<file path="config.mk">
export PLATFORM = sky130hd
export DESIGN_NAME = mem_front
export DESIGN_NICKNAME = d
export VERILOG_FILES = /design/src/mem_front_pkg.sv /design/src/fetch_miss_unit.sv /design/src/data_miss_unit.sv /design/src/mem_port_arbiter.sv /design/src/mem_front.sv
export VERILOG_INCLUDE_DIRS = /design/src
export SDC_FILE = /design/constraint.sdc
export NUM_CORES = 1
export LEC_CHECK = 0
export BUFFER_PORTS_ARGS = -buffer_cell sky130_fd_sc_hd__clkbuf_2
export CAP_MARGIN = 5
export CORE_MARGIN = 2
export CORE_UTILIZATION = 30
export CTS_BUF_LIST = sky130_fd_sc_hd__clkbuf_4
export DETAILED_ROUTE_END_ITERATION = 10
export GPL_TIMING_DRIVEN = 0
export PLACE_DENSITY = 0.53
export SYNTH_ARGS = -nofsm -noshare
export SYNTH_HDL_FRONTEND = slang
export SYNTH_HIERARCHICAL = 1
export SYNTH_SLANG_ARGS = --single-unit
</file>
<file path="constraint.sdc">
create_clock -name clock -period 6.1 [get_ports clock]
set_input_delay 1.22 -clock clock [delete_from_list [all_inputs] [get_ports clock]]
set_output_delay 1.22 -clock clock [all_outputs]
set_load 0.01 [all_outputs]
</file>
<file path="src/mem_front_macros.svh">
// shared sizing for the memory front end
// tag 0 is reserved for "no transaction", so MEM_TAG_CNT must be 2**MEM_TAG_W
// block and word widths must be whole bytes, and the word must divide the block
// definitions only, include wherever a macro is needed

`ifndef MEM_FRONT_MACROS_SVH
`define MEM_FRONT_MACROS_SVH

// memory tag width and number of tag values
`define MEM_TAG_W   4
`define MEM_TAG_CNT 16

// one memory block, and one load word inside it
`define BLOCK_W     64
`define WORD_W      32

`endif

</file>
<file path="src/mem_front_pkg.sv">
// types shared by the handlers, the arbiter and the testbench
// mem_cmd_e encoding matches the memory command bus: none, load, store
// addresses are byte addresses, alignment is done by the handlers

`include "mem_front_macros.svh"
`default_nettype none

package mem_front_pkg;

    typedef logic [31:0]             addr_t;
    typedef logic [`MEM_TAG_W-1:0]   mem_tag_t;
    typedef logic [`BLOCK_W-1:0]     mem_block_t;

    // command on the memory port
    typedef enum logic [1:0] {
        MEM_NONE  = 2'h0,
        MEM_LOAD  = 2'h1,
        MEM_STORE = 2'h2
    } mem_cmd_e;

    // per-handler miss state
    typedef enum logic [1:0] {
        MISS_IDLE  = 2'h0,
        MISS_ISSUE = 2'h1,
        MISS_WAIT  = 2'h2
    } miss_state_e;

    ////////////////////////////////////////////////////////////
    // memory side
    ////////////////////////////////////////////////////////////

    typedef struct packed {
        mem_cmd_e   cmd;
        addr_t      addr;
        mem_block_t data;
    } mem_req_t;

    typedef struct packed {
        mem_tag_t   data_tag;
        mem_block_t data;
    } mem_ret_t;

    // arbiter answer to one handler
    typedef struct packed {
        logic     accepted;
        mem_tag_t tag;
    } port_ack_t;

    ////////////////////////////////////////////////////////////
    // user side
    ////////////////////////////////////////////////////////////

    typedef struct packed {
        logic  valid;
        addr_t addr;
    } fetch_req_t;

    typedef struct packed {
        logic       valid;
        addr_t      addr;
        mem_block_t block;
    } fetch_rsp_t;

    typedef struct packed {
        logic       valid;
        logic       is_store;
        addr_t      addr;
        mem_block_t data;
    } data_req_t;

    typedef struct packed {
        logic              valid;
        logic              is_store;
        addr_t             addr;
        logic [`WORD_W-1:0] word;
    } data_rsp_t;

endpackage

`default_nettype wire

</file>
<file path="src/fetch_miss_unit.sv">
// instruction block miss handler, one miss in flight at a time
// a fetch_req strobe while fetch_busy is high is dropped
// fetch_rsp.addr is the block-aligned address, the low offset bits read zero
// fill is only taken when its data_tag matches the accepted tag

`timescale 1ns/1ns
`include "mem_front_macros.svh"
`default_nettype none

module fetch_miss_unit (
    input  logic                      clock,
    input  logic                      rst_n,
    input  mem_front_pkg::fetch_req_t fetch_req,
    output logic                      fetch_busy,
    output mem_front_pkg::fetch_rsp_t fetch_rsp,
    output mem_front_pkg::mem_req_t   mem_req,
    input  mem_front_pkg::port_ack_t  ack,
    input  logic                      fill_valid,
    input  mem_front_pkg::mem_ret_t   fill
);
    import mem_front_pkg::*;

    // byte offset bits inside one block
    localparam int BLK_OFS = $clog2(`BLOCK_W / 8);

    miss_state_e state;
    addr_t       req_addr;
    mem_tag_t    req_tag;
    mem_block_t  rsp_block;
    logic        rsp_valid;
    logic        take_req;
    logic        fill_hit;

    // busy until the response strobe has gone out
    assign fetch_busy = (state != MISS_IDLE) || rsp_valid;
    assign take_req   = fetch_req.valid && !fetch_busy;
    assign fill_hit   = fill_valid && (fill.data_tag == req_tag);

    ////////////////////////////////////////////////////////////
    // miss fsm
    ////////////////////////////////////////////////////////////

    always_ff @(posedge clock or negedge rst_n) begin
        if (!rst_n) begin
            state     <= MISS_IDLE;
            rsp_valid <= 1'b0;
        end else begin
            rsp_valid <= 1'b0;
            case (state)
                MISS_IDLE: begin
                    if (take_req) begin
                        state <= MISS_ISSUE;
                    end
                end
                // hold the load until memory hands out a tag
                MISS_ISSUE: begin
                    if (ack.accepted) begin
                        state <= MISS_WAIT;
                    end
                end
                MISS_WAIT: begin
                    if (fill_hit) begin
                        state     <= MISS_IDLE;
                        rsp_valid <= 1'b1;
                    end
                end
                default: begin
                    state <= MISS_IDLE;
                end
            endcase
        end
    end

    // address, tag and block capture
    always_ff @(posedge clock) begin
        if (take_req) begin
            req_addr <= {fetch_req.addr[31:BLK_OFS], {BLK_OFS{1'b0}}};
        end
        if ((state == MISS_ISSUE) && ack.accepted) begin
            req_tag <= ack.tag;
        end
        if ((state == MISS_WAIT) && fill_hit) begin
            rsp_block <= fill.data;
        end
    end

    // request toward the arbiter, only loads from this side
    always_comb begin
        mem_req.cmd  = (state == MISS_ISSUE) ? MEM_LOAD : MEM_NONE;
        mem_req.addr = req_addr;
        mem_req.data = '0;
    end

    assign fetch_rsp = '{valid: rsp_valid, addr: req_addr, block: rsp_block};

endmodule

`default_nettype wire

</file>
<file path="src/data_miss_unit.sv">
// data load/store miss handler, one access in flight at a time
// a data_req strobe while data_busy is high is dropped
// stores write a whole block and finish on acceptance, with no fill
// loads return the word picked by address bit 2, with the unaligned address

`timescale 1ns/1ns
`include "mem_front_macros.svh"
`default_nettype none

module data_miss_unit (
    input  logic                     clock,
    input  logic                     rst_n,
    input  mem_front_pkg::data_req_t data_req,
    output logic                     data_busy,
    output mem_front_pkg::data_rsp_t data_rsp,
    output mem_front_pkg::mem_req_t  mem_req,
    input  mem_front_pkg::port_ack_t ack,
    input  logic                     fill_valid,
    input  mem_front_pkg::mem_ret_t  fill
);
    import mem_front_pkg::*;

    // byte offset bits of a block, and the bit that picks the word
    localparam int BLK_OFS  = $clog2(`BLOCK_W / 8);
    localparam int WORD_SEL = $clog2(`WORD_W / 8);

    miss_state_e        state;
    addr_t              req_addr;
    logic               req_store;
    mem_block_t         req_data;
    mem_tag_t           req_tag;
    logic [`WORD_W-1:0] rsp_word;
    logic               rsp_valid;
    logic               take_req;
    logic               fill_hit;
    logic               issue_done;

    assign data_busy  = (state != MISS_IDLE) || rsp_valid;
    assign take_req   = data_req.valid && !data_busy;
    assign fill_hit   = fill_valid && (fill.data_tag == req_tag);
    assign issue_done = (state == MISS_ISSUE) && ack.accepted;

    ////////////////////////////////////////////////////////////
    // miss fsm
    ////////////////////////////////////////////////////////////

    always_ff @(posedge clock or negedge rst_n) begin
        if (!rst_n) begin
            state     <= MISS_IDLE;
            rsp_valid <= 1'b0;
        end else begin
            rsp_valid <= 1'b0;
            case (state)
                MISS_IDLE: begin
                    if (take_req) begin
                        state <= MISS_ISSUE;
                    end
                end
                MISS_ISSUE: begin
                    // accepted store is complete, skip the wait
                    if (ack.accepted && req_store) begin
                        state     <= MISS_IDLE;
                        rsp_valid <= 1'b1;
                    end else if (ack.accepted) begin
                        state <= MISS_WAIT;
                    end
                end
                MISS_WAIT: begin
                    if (fill_hit) begin
                        state     <= MISS_IDLE;
                        rsp_valid <= 1'b1;
                    end
                end
                default: begin
                    state <= MISS_IDLE;
                end
            endcase
        end
    end

    ////////////////////////////////////////////////////////////
    // payload capture
    ////////////////////////////////////////////////////////////

    always_ff @(posedge clock) begin
        if (take_req) begin
            req_addr  <= data_req.addr;
            req_store <= data_req.is_store;
            req_data  <= data_req.data;
        end
        if (issue_done) begin
            req_tag <= ack.tag;
        end
        // stores echo the word they wrote at that address
        if (issue_done && req_store) begin
            rsp_word <= req_addr[WORD_SEL] ? req_data[`BLOCK_W-1:`WORD_W]
                                           : req_data[`WORD_W-1:0];
        end
        // load word select, upper half when bit 2 is set
        if ((state == MISS_WAIT) && fill_hit) begin
            rsp_word <= req_addr[WORD_SEL] ? fill.data[`BLOCK_W-1:`WORD_W]
                                           : fill.data[`WORD_W-1:0];
        end
    end

    // memory side always sees the block-aligned address
    always_comb begin
        mem_req.cmd  = MEM_NONE;
        if (state == MISS_ISSUE) begin
            mem_req.cmd = req_store ? MEM_STORE : MEM_LOAD;
        end
        mem_req.addr = {req_addr[31:BLK_OFS], {BLK_OFS{1'b0}}};
        mem_req.data = req_data;
    end

    assign data_rsp = '{valid:    rsp_valid,
                        is_store: req_store,
                        addr:     req_addr,
                        word:     rsp_word};

endmodule

`default_nettype wire

</file>
<file path="src/mem_port_arbiter.sv">
// single tagged memory port shared by fetch and data handlers
// data wins over fetch when both request in one cycle
// tag 0 from memory is a rejection, the loser and the rejected side just hold
// returning tags without an owner table entry are dropped

`timescale 1ns/1ns
`include "mem_front_macros.svh"
`default_nettype none

module mem_port_arbiter (
    input  logic                     clock,
    input  logic                     rst_n,
    input  mem_front_pkg::mem_req_t  fetch_mem_req,
    input  mem_front_pkg::mem_req_t  data_mem_req,
    output mem_front_pkg::port_ack_t fetch_ack,
    output mem_front_pkg::port_ack_t data_ack,
    output logic                     fetch_fill_valid,
    output logic                     data_fill_valid,
    output mem_front_pkg::mem_ret_t  fill,
    output mem_front_pkg::mem_req_t  proc2mem,
    input  mem_front_pkg::mem_tag_t  mem2proc_transaction_tag,
    input  mem_front_pkg::mem_ret_t  mem2proc
);
    import mem_front_pkg::*;

    logic                    data_sel;
    logic                    accepted;
    logic                    ret_hit;
    // one entry per tag, owner 1 means data handler
    logic [`MEM_TAG_CNT-1:0] tag_valid;
    logic [`MEM_TAG_CNT-1:0] tag_owner;

    ////////////////////////////////////////////////////////////
    // request side
    ////////////////////////////////////////////////////////////

    assign data_sel = (data_mem_req.cmd != MEM_NONE);
    assign proc2mem = data_sel ? data_mem_req : fetch_mem_req;
    assign accepted = (proc2mem.cmd != MEM_NONE) && (mem2proc_transaction_tag != '0);

    // only the selected handler sees the accept
    assign data_ack  = '{accepted: accepted && data_sel,
                         tag:      mem2proc_transaction_tag};
    assign fetch_ack = '{accepted: accepted && !data_sel,
                         tag:      mem2proc_transaction_tag};

    ////////////////////////////////////////////////////////////
    // tag owner table
    ////////////////////////////////////////////////////////////

    always_ff @(posedge clock or negedge rst_n) begin
        if (!rst_n) begin
            tag_valid <= '0;
        end else begin
            if (ret_hit) begin
                tag_valid[mem2proc.data_tag] <= 1'b0;
            end
            // stores never come back, no entry
            if (accepted && (proc2mem.cmd == MEM_LOAD)) begin
                tag_valid[mem2proc_transaction_tag] <= 1'b1;
            end
        end
    end

    always_ff @(posedge clock) begin
        if (accepted && (proc2mem.cmd == MEM_LOAD)) begin
            tag_owner[mem2proc_transaction_tag] <= data_sel;
        end
    end

    // response routing
    assign ret_hit          = (mem2proc.data_tag != '0) && tag_valid[mem2proc.data_tag];
    assign fill             = mem2proc;
    assign data_fill_valid  = ret_hit && tag_owner[mem2proc.data_tag];
    assign fetch_fill_valid = ret_hit && !tag_owner[mem2proc.data_tag];

endmodule

`default_nettype wire

</file>
<file path="src/mem_front.sv">
// memory front end top, fetch and data miss handlers on one memory port
// user strobes are single cycle with no back-pressure, watch the busy outputs
// memory accepts with a non-zero tag and returns loads with the same tag
// at most one transaction in flight per handler

`timescale 1ns/1ns
`default_nettype none

module mem_front (
    input  logic                      clock,
    input  logic                      rst_n,
    // instruction side
    input  mem_front_pkg::fetch_req_t fetch_req,
    output logic                      fetch_busy,
    output mem_front_pkg::fetch_rsp_t fetch_rsp,
    // data side
    input  mem_front_pkg::data_req_t  data_req,
    output logic                      data_busy,
    output mem_front_pkg::data_rsp_t  data_rsp,
    // memory port
    output mem_front_pkg::mem_req_t   proc2mem,
    input  mem_front_pkg::mem_tag_t   mem2proc_transaction_tag,
    input  mem_front_pkg::mem_ret_t   mem2proc
);
    import mem_front_pkg::*;

    ////////////////////////////////////////////////////////////
    // handler to arbiter wires
    ////////////////////////////////////////////////////////////

    mem_req_t  fetch_mem_req;
    mem_req_t  data_mem_req;
    port_ack_t fetch_ack;
    port_ack_t data_ack;
    logic      fetch_fill_valid;
    logic      data_fill_valid;
    // shared return bus, the valids say who owns it
    mem_ret_t  fill;

    fetch_miss_unit u_fetch_miss (
        .clock      (clock),
        .rst_n      (rst_n),
        .fetch_req  (fetch_req),
        .fetch_busy (fetch_busy),
        .fetch_rsp  (fetch_rsp),
        .mem_req    (fetch_mem_req),
        .ack        (fetch_ack),
        .fill_valid (fetch_fill_valid),
        .fill       (fill)
    );

    data_miss_unit u_data_miss (
        .clock      (clock),
        .rst_n      (rst_n),
        .data_req   (data_req),
        .data_busy  (data_busy),
        .data_rsp   (data_rsp),
        .mem_req    (data_mem_req),
        .ack        (data_ack),
        .fill_valid (data_fill_valid),
        .fill       (fill)
    );

    // data before fetch on the port
    mem_port_arbiter u_arbiter (
        .clock                    (clock),
        .rst_n                    (rst_n),
        .fetch_mem_req            (fetch_mem_req),
        .data_mem_req             (data_mem_req),
        .fetch_ack                (fetch_ack),
        .data_ack                 (data_ack),
        .fetch_fill_valid         (fetch_fill_valid),
        .data_fill_valid          (data_fill_valid),
        .fill                     (fill),
        .proc2mem                 (proc2mem),
        .mem2proc_transaction_tag (mem2proc_transaction_tag),
        .mem2proc                 (mem2proc)
    );

endmodule

`default_nettype wire

</file>
## Word level (Yosys, flattened, before mapping)

Index checks and enable logic that the tools add are counted.

| operators by class | value |
|---|---|
| magnitude comparators | 4 |
| equality and inequality tests | 13 |
| mux-type cells | 33 |
| bitwise logic cells | 3 |
| reductions and logical operators | 36 |

Operators with widths:

| cell | count |
|---|---|
| 32-bit 2-to-1 mux | 4 |
| 98-bit 2-to-1 mux | 1 |
| 16-bit 2-to-1 mux | 2 |
| 1-bit logical AND | 19 |
| 2-bit 2-to-1 mux | 9 |
| 16-bit bitwise AND | 1 |
| 16-bit bitwise mux | 1 |
| 16-bit NOT | 1 |
| 16-bit bitwise OR | 1 |
| 2-bit case mux with 3 select lines | 2 |
| 4-bit by 5-bit less-than comparator with 1-bit output (second input constant) | 2 |
| 2-bit by 1-bit != test with 1-bit output (second input constant) | 5 |
| 2-bit nonzero test | 5 |
| 1-bit 2-to-1 mux | 9 |
| 1-bit binary-select mux with 4-bit select | 2 |
| 1-bit demux with 4-bit select | 2 |
| 4-bit == test | 2 |
| 4-bit by 1-bit >= comparator with 1-bit output (second input constant) | 2 |
| 4-bit nonzero test | 2 |
| 2-bit by 1-bit == test with 1-bit output (second input constant) | 3 |
| 3-bit AND reduction | 2 |
| 2-bit == test (second input constant) | 2 |
| 1-bit logical NOT | 4 |
| 2-bit logical NOT | 2 |
| other kinds (3) | 4 |

| word-level totals | value |
|---|---|
| register bits after elaboration | 268 |
| bits of input ports | 205 |
| output and inout port bits | 263 |
| logic and storage cells | 103 |

## Depth between registers and ports, before layout

Gate-level depths: netlist of run 1.

| logic depth | value |
|---|---|
| word-level depth | 11 |
| depth in mapped cells | 11 |
| depth with buffers taken out | 10 |

## Cells and area by module

Netlist of run 1, hierarchy kept.

Modules (own cells, without submodules):

| module | times used | cells an instance | area each (sq um) | sequential area each (sq um) |
|---|---|---|---|---|
| data_miss_unit | 1 | 247 | 5,372.7 | 4,068.9 |
| fetch_miss_unit | 1 | 219 | 3,887.5 | 2,987.9 |
| mem_port_arbiter | 1 | 320 | 3,296.9 | 855.8 |

## Worst setup path after synthesis of run 1

Ideal clock, no wire load.

| path | value |
|---|---|
| path type | input-to-reg |
| start point | input data_req[97] (netlist bit) |
| end point | register u_data_miss.req_addr[0], enable pin |
| library setup time | 0.554 ns |
| data arrival time | 5.264 ns |
| required time | 5.546 ns |
| slack | 0.282 ns |
| cell stages on the path | 2 |
| buffers on the path | 0 |
| cells stage by stage | inv_1 nor2_1 |

| on the way | value |
|---|---|
| cells in the longest elaborated chain, start to end | 1 |

Ends and longest elaborated chain:

| element | RTL line | text |
|---|---|---|
| from (decl) | mem_front.sv:17 | `input mem_front_pkg::data_req_t data_req,` |
| 1-bit logical AND | data_miss_unit.sv:39 | `assign take_req = data_req.valid && !data_busy;` |
| net u_data_miss.take_req | data_miss_unit.sv:34 | `logic take_req;` |
| to (signal assigned) | data_miss_unit.sv:87 | `req_addr <= data_req.addr;` |
| to (decl) | data_miss_unit.sv:28 | `addr_t req_addr;` |

The timed path passes the listed nets, and every way through them passes these cells.
A chain may end at the register's enable or synchronous reset.

==> summary.md, run 1 <==
| Metric | Value |
|---|---|
| Crit-path slowest cell | nor2_2 |
| Num CTS Buffers | 79 |
| Max-slew violation count | 0 |
| Fill count | 4010 |
| Sequential area share after synthesis | 63.0% |
| Rel. slew slack | 33.2% |
| Hold_sp | u_arbiter/tag_valid[4] |
| Fin nets | 1542 |
| Maximum vdd drop | 0.265 mV |
| Die Y | 209 um |
| Setup violations, final | 0 |
| Post-synth top flop | edfxtp_1 |
| Most frequent cells in the layout | 390 x clkbuf_2, 246 x edfxtp_1, 212 x buf_4 |
| First-pass GRT wire length | 53700 um |
| Final WS setup | 1.55 ns |
| WP buf/inv | 4 |
| Pre-CTS WS | 1.69 ns |
| Post-Synth Adder-Cell Area | 0.299% |
| Clk_lat worst skew | 0.74 ns |
| Share of cells above drive strength 1 | 64.2% |
| Fin crit period | 4.55 ns |
| Worst setup EP type | primary output |
| DP Cell Count | 1785 |
| Hold-critical path depth | 1 |
| Mux share of post-synthesis cell area | 16.1% |
| Main combinational cell family by area after synthesis | multiplexers |
| CP Cell Sequence | inv_1, ha_1, nor2b_1, nor2_2, buf_4, buf_2, mux2_2, clkbuf_2 |
| Post-CTS Resized | 0 |
| Die width | 209 um |
| CP top delay family | buffers and inverters |
| Final Skew | 0.0416 ns |
| Routed via count | 8197 |
| Row cnt | 74 |
| Highest Clock Rate | 220 MHz |
| Worst Hold Path EP | u_arbiter/tag_valid[4] |
| Final instance area | 16500 um2 |
| Max Cap Viol | 0 |
| Count of final hold-check violations | 0 |
| Leak | 7.26 nW |
| Crit-path max FO | 10 |
| Core region area | 41100 um2 |
| Routed wire length | 37000 um |
| Initial DRC Count | 410 |
| Post-synth EDFFs | 246 |
| GR Overflow Total | 0 |
| Initial antenna violation count | 4 |
| RSZ-0062 raised after global routing | no |
| Power density over the cells | 379 nW/um2 |
| Post-route ant nets | 0 |
| Die area | 43500 um2 |
| Port buffer count | 390 |
| Period utilisation layout | 74.5% |
| Crit path DAT | 3.33 ns |
| Most common cell after layout, fill and taps aside | clkbuf_2 |
| Worst setup SP type | register |
| Average wire per standard cell | 19.3 um |
| Worst EP required | 4.88 ns |
| Reg2reg start | u_data_miss/state[1] |
| Placed instance area | 15600 um2 |
| Reg2Reg Setup Slack | 2.57 ns |
| Mean Syn Cell Area | 16.0 um2 |
| FFs w/ async S/R, synth | 7.87% |
| CTS Hold Bufs | 0 |
| Setup bufs post-CTS | 0 |
| CP Class | reg -> out |
| Status | finished clean |
| Synth warnings | 6 |
| Post-DP HPWL | 27900 um |
| Sum Neg Setup Slack | 0 ns |
| Hold_ws | 0.472 ns |
| I/O pin cnt | 468 |
| CTS tree | built |
| CTS Root Cell | clkbuf_4 |
| Final cell count without fillers | 1918 |
| All-Layer GR Usage | 16.8% |
| Largest net degree at the start of global routing | 60 |
| Cells after Synth | 786 |
| Compound-Gate Fraction of Synth Area | 1.98% |
| Hold crit path type | reg -> reg |
| Drt pass-1 iters | 4 |
| DRC | 0 |
| Largest stage delay, worst path | 0.48 ns |
| CTS H-tree depth | 3 |
| Slew @ Worst Pin | 0.999 ns |
| Cell count of the worst reg-to-reg path | 11 |
| Clock sinks | 267 |
| Post-Synth XOR/XNOR Area | 0.558% |
| Number of vias per cell | 4.27 |
| Simple-Gate Fraction of Synth Area | 3.70% |
| Cell Area, Synth | 12600 um2 |
| Worst-path clk slew | 0.07 ns |
| Register bit total from synthesis | 267 |
| CTS max path bufs | 3 |
| Initial Utilization | 30.5% |
| RD Place Congestion | 0.834 |
| Layout area overhead | 31.5% |
| Vias in the first global route | 8593 |
| Netlist cell types | 51 |
| Reg2reg end | u_data_miss/rsp_word[19] |
[worst max path at each step]
stage	cells past startpoint	slack, ns	startpoint	endpoint
finish	8	1.55	u_data_miss/state[1]	proc2mem[93]
global placement	3	-2.88	data_req[97]	u_data_miss/req_data[12]
detailed placement	11	1.69	mem2proc[65]	u_data_miss/rsp_word[28]
floorplan	2	0.28	data_req[97]	u_data_miss/req_addr[0]
CTS	8	1.23	u_data_miss/state[1]	proc2mem[93]
global route	8	1.21	u_data_miss/state[1]	proc2mem[93]
[kinds of logic after synthesis]
| kind of cell | Yosys count |
|---|---|
| buf+inv | 250 |
| mux | 139 |
| fa+ha+maj | 3 |
| flops | 267 |
| simple gates | 78 |
| compound gates | 38 |
| other cells | 3 |
| xor+xnor | 8 |
[worst reg2reg max path, delay by kind of cell (launching register included)]
| kind | cells | cell delay, ns |
|---|---|---|
| and+or+nand+nor | 6 | 1.71 |
| adders and majority gates | 1 | 0.19 |
| buffers and inverters | 4 | 0.86 |
| DFF | 1 | 0.41 |
[per-stage QoR]
| step | util, % | power [mW] |
|---|---|---|
| 6_report | 40.2 | 6.25 |
| 5_1_grt | 40.2 | 6.60 |
| 4_1_cts | 40.2 | 6.37 |
| 3_5_place_dp | 37.9 | 4.67 |
| 3_3_place_gp | 37.6 | 4.67 |
| 2_1_floorplan | - | 3.81 |
[final cells by class]
class,instances,area (um2),area share (%)
flip-flops and latches,267,7910,47.9
multi-input cells,341,3140,19.0
repair buffers,395,2060,12.5
plain buffers,240,1750,10.6
clock buffers,112,841,5.09
well taps,532,666,4.03
clock inverters,19,108,0.651
inverters,10,37.5,0.227
diodes,2,5.00,0.0303
[Yosys cell counts (7+ instances only)]
master	count	area, um2
edfxtp_1	246	7390
buf_4	212	1590
mux2_2	96	1080
mux4_2	33	743
dfrtp_1	21	526
o21ai_0	14	70.1
nor2_1	13	48.8
buf_2	11	55.1
nand2_1	11	41.3
clkbuf_1	10	37.5
inv_1	10	37.5
nor2b_1	9	56.3
a21o_1	8	60.1
nand2b_1	7	43.8
[state kept, by name, indices dropped and copies added, names as in the netlist]
| name | flops |
|---|---|
| u_data_miss/req_addr | 32 |
| u_data_miss/req_data | 64 |
| u_data_miss/req_store | 1 |
| u_fetch_miss/req_tag | 4 |
| u_data_miss/state | 2 |
| u_data_miss/rsp_word | 32 |
| u_arbiter/tag_owner | 16 |
| u_fetch_miss/rsp_block | 64 |
| u_fetch_miss/req_addr | 29 |
| u_fetch_miss/state | 2 |
| u_data_miss/rsp_valid | 1 |
| u_fetch_miss/rsp_valid | 1 |
| u_data_miss/req_tag | 4 |
| u_arbiter/tag_valid | 15 |
[power breakdown]
group / leakage (nW) / switching, mW / internal (mW)
combinational: 4.16 / 1.12 / 0.957
sequential: 2.54 / 0.135 / 2.39
clock: 0.568 / 0.773 / 0.879
total: 7.26 / 2.03 / 4.22
[layer usage]
| layer | part of all wire [%] | track usage (%) | vias to the layer above |
|---|---|---|---|
| met4 | 2.4 | 5.64 | 2 |
| li1 | - | - | 3780 |
| met1 | 39 | 19.3 | 3890 |
| met5 | 0.046 | 0 | - |
| met2 | 49 | 28.4 | 456 |
| met3 | 10 | 6.88 | 69 |
No activity file was read; power rests on OpenSTA's default activity.
==> run 2, diff against run 1 <==
Settings changed: ABC_AREA set to 1.
Clock period 6.1 ns to 4.7 ns, I/O delays scaled along.
==> summary.md, run 2 <==
| Metric | Value |
|---|---|
| Status | finished clean |
| Clk_lat worst skew | 0.78 ns (+0.04 ns) |
| Netlist cell types | 28 (-45%) |
| Cells after Synth | 1256 (+60%) |
| Main area contributors after synthesis | edfxtp_1 57%, nand2_1 15%, buf_4 12% |
| Crit path DAT | 3.38 ns (+0.05 ns) |
| Most common cell after layout, fill and taps aside | nand2_1 |
| Post-synth EDFFs | 246 (unchanged) |
| Routed via count | 9971 (+22%) |
| Routed wire length | 41100 um (+11%) |
| Placed instance area | 16100 um2 (+3.3%) |
| Pre-CTS WS | 0.649 ns (-1.04 ns) |
| Worst setup SP type | register |
| Final cell count without fillers | 2459 (+28%) |
| Vias in the first global route | 10027 (+17%) |
| GR Overflow Total | 0 (unchanged) |
| Max-slew violation count | 0 (unchanged) |
| Leak | 8.45 nW (+16%) |
| Largest net degree at the start of global routing | 37 (-38%) |
| Drt pass-1 iters | 5 (+1) |
| Worst EP required | 3.76 ns (-1.12 ns) |
| Most frequent cells in the layout | 516 x nand2_1, 394 x clkbuf_2, 246 x edfxtp_1 |
| CTS max path bufs | 3 (unchanged) |
| Period utilisation layout | 91.9% |
| Fin crit period | 4.32 ns |
| Sum Neg Setup Slack | 0 ns (unchanged) |
| Row cnt | 76 (+2.7%) |
| Area occupied by multi-input gates | 3340 um2 (+6.2%) |
| I/O pin cnt | 468 (unchanged) |
| Slew @ Worst Pin | 0.920 ns (-0.0793 ns) |
| Fin nets | 2019 (+31%) |
| Sequential area share after synthesis | 61.3% (-1.8 points) |
| Reg2reg start | u_arbiter/tag_valid[9] |
| Power density over the cells | 518 nW/um2 (+37%) |
| Crit-path max FO | 25 (+15) |
| Post-synth top flop | edfxtp_1 |
| Setup violations, final | 0 (unchanged) |
| Post-DP HPWL | 31700 um (+14%) |
| DRC | 0 (unchanged) |
| Reg2Reg Setup Slack | 1.60 ns (-0.97 ns) |
| Max Cap Viol | 0 (unchanged) |
| Maximum vdd drop | 0.242 mV (-8.6%) |
| Initial Utilization | 30.2% (-0.33 points) |
| Cell Area, Synth | 13000 um2 (+3.2%) |
| Reg2reg end | u_data_miss/rsp_word[11] |
| Share of cells above drive strength 1 | 42.1% (-22 points) |
| First-pass GRT wire length | 59300 um (+10%) |
| RSZ-0062 raised after global routing | no |
| Count of final hold-check violations | 0 (unchanged) |
| Sequential cell area | 7940 um2 (+0.32%) |
| Final WS setup | 0.382 ns (-1.17 ns) |
| Post-route ant nets | 0 (unchanged) |
| CP Class | reg -> out |
| Num CTS Buffers | 80 (+1.3%) |
| Synth top area share | 57.0% (-1.8 points) |
| DP Cell Count | 2313 (+30%) |
| Area leader, netlist | edfxtp_1 |
| CTS Hold Bufs | 0 (unchanged) |
| Worst setup EP type | primary output |
| Layout area overhead | 32.4% |
| Fill count | 4353 (+8.6%) |
| All-Layer GR Usage | 18.0% (+1.2 points) |
| CTS Root Cell | clkbuf_4 |
| Cell with the most instances after synthesis | nand2_1 |
| Synth warnings | 6 (unchanged) |
| Final Skew | 0.0428 ns (+0.00125 ns) |
| Worst-path clk slew | 0.06 ns (about the same) |
| Rel. slew slack | 38.7% (+5.4 points) |
| Die Y | 212 um (+1.6%) |
| Initial DRC Count | 531 (+30%) |
| Die width | 212 um (+1.6%) |
| Cell count of the worst reg-to-reg path | 14 (+3) |
| Hold crit path type | in -> async |
| Clock sinks | 268 (+0.37%) |
| Register bit total from synthesis | 268 (+0.37%) |
| CTS H-tree depth | 3 (unchanged) |
| Critical path capture point | proc2mem[88] |
| Top Registers | u_data_miss/req_data x64, u_fetch_miss/rsp_block x64 |
| Final instance area | 17200 um2 (+3.9%) |
| Mean Syn Cell Area | 10.3 um2 (-35%) |
| Core region area | 42900 um2 (+4.3%) |
| Commonest cells in the netlist | 517 x nand2_1, 246 x edfxtp_1, 214 x buf_4 |
| Port buffer count | 394 (+1.0%) |
| FFs w/ async S/R, synth | 8.21% (+0.34 points) |
| CP Launch Point | u_data_miss/state[1] |
| CTS tree | built |
| Highest Clock Rate | 232 MHz |
| Number of vias per cell | 4.05 (-5.1%) |
| RD Place Congestion | 0.872 (+4.5%) |
| Die area | 44900 um2 (+3.1%) |
| Average wire per standard cell | 16.7 um (-13%) |
| Initial antenna violation count | 2 (-2) |
run 2: cell count changes after synthesis, moves of 10 or more:
cell and delta:
o21ai_2 +12, mux2i_1 +29, nand3_1 +10, mux2_2 -96
nand2_1 +506, o21ai_1 +34, mux4_2 -33, clkbuf_1 +11
inv_1 +30, nor2_1 +22
run 2: layer usage:
layer  global-route usage, %  wire length, um  vias up
met3                    4.33             2380       63
li1                        -                -     4981
met5                       0                0        -
met4                    7.72              998        0
met2                    30.3            20500      311
met1                    22.1            17200     4616
run 2: critical path, stage by stage (launching register included):
cell and delay [ns]:
dfrtp_1 0.40, inv_1 0.08, ha_1 0.20, inv_1 0.06
nor2_1 0.28, nor2_4 0.14, inv_2 0.20, clkdlybuf4s15_1 0.83
nand2_1 0.17, nand2_1 0.10, clkbuf_2 0.14
run 2: kinds of logic after synthesis:
| family | after synthesis | synth area share (%) |
|---|---|---|
| simple gates | 581 | 17.4 |
| other cells | 3 | 0.0869 |
| xor+xnor | 2 | 0.135 |
| fa+ha+maj | 3 | 0.290 |
| flops | 268 | 61.3 |
| compound gates | 70 | 3.14 |
| buf+inv | 297 | 15.2 |
| mux | 32 | 2.47 |
run 2: power by group:
group	switching, mW	internal (mW)	total [mW]
clock	1.05	1.27	2.32
combinational	2.15	1.16	3.30
sequential	0.166	3.10	3.27
total	3.36	5.52	8.88
run 2: stage by stage:
| step | utilization [%] | total power, mW | hold slack [ns] |
|---|---|---|---|
| 2_1_floorplan | - | 5.16 | 0.429 |
| 3_3_place_gp | 37.2 | 6.61 | 0.446 |
| 3_5_place_dp | 37.5 | 6.65 | 0.454 |
| 4_1_cts | 39.9 | 9.02 | 0.0780 |
| 5_1_grt | 40.0 | 9.47 | 0.133 |
| 6_report | 40.0 | 8.88 | 0.168 |
run 2: how the worst min path moves through the flow:
stage               cells after the start  slack [ns]                endpoint
floorplan                               1        0.43  u_arbiter/tag_valid[0]
global placement                        1        0.45  u_arbiter/tag_valid[0]
detailed placement                      1        0.45  u_arbiter/tag_valid[0]
CTS                                     1        0.08  u_arbiter/tag_valid[6]
global route                            1        0.13  u_arbiter/tag_valid[6]
finish                                  1        0.17  u_arbiter/tag_valid[6]
run 2: final cells by class:
class,instances,area share (%)
Antenna cell,2,0.0292
Buffer,253,10.6
Clock buffer,119,5.21
Clock inverter,24,0.875
Inverter,44,0.962
Multi-Input combinational cell,763,19.4
Sequential cell,268,46.3
Tap cell,585,4.27
Timing Repair Buffer,401,12.4
run 2: timing repair:
item / 4_1_cts / 5_1_grt
setup buffers: 0 / 0
setup endpoints to repair: 0 / 1
resized for setup: 0 / 2
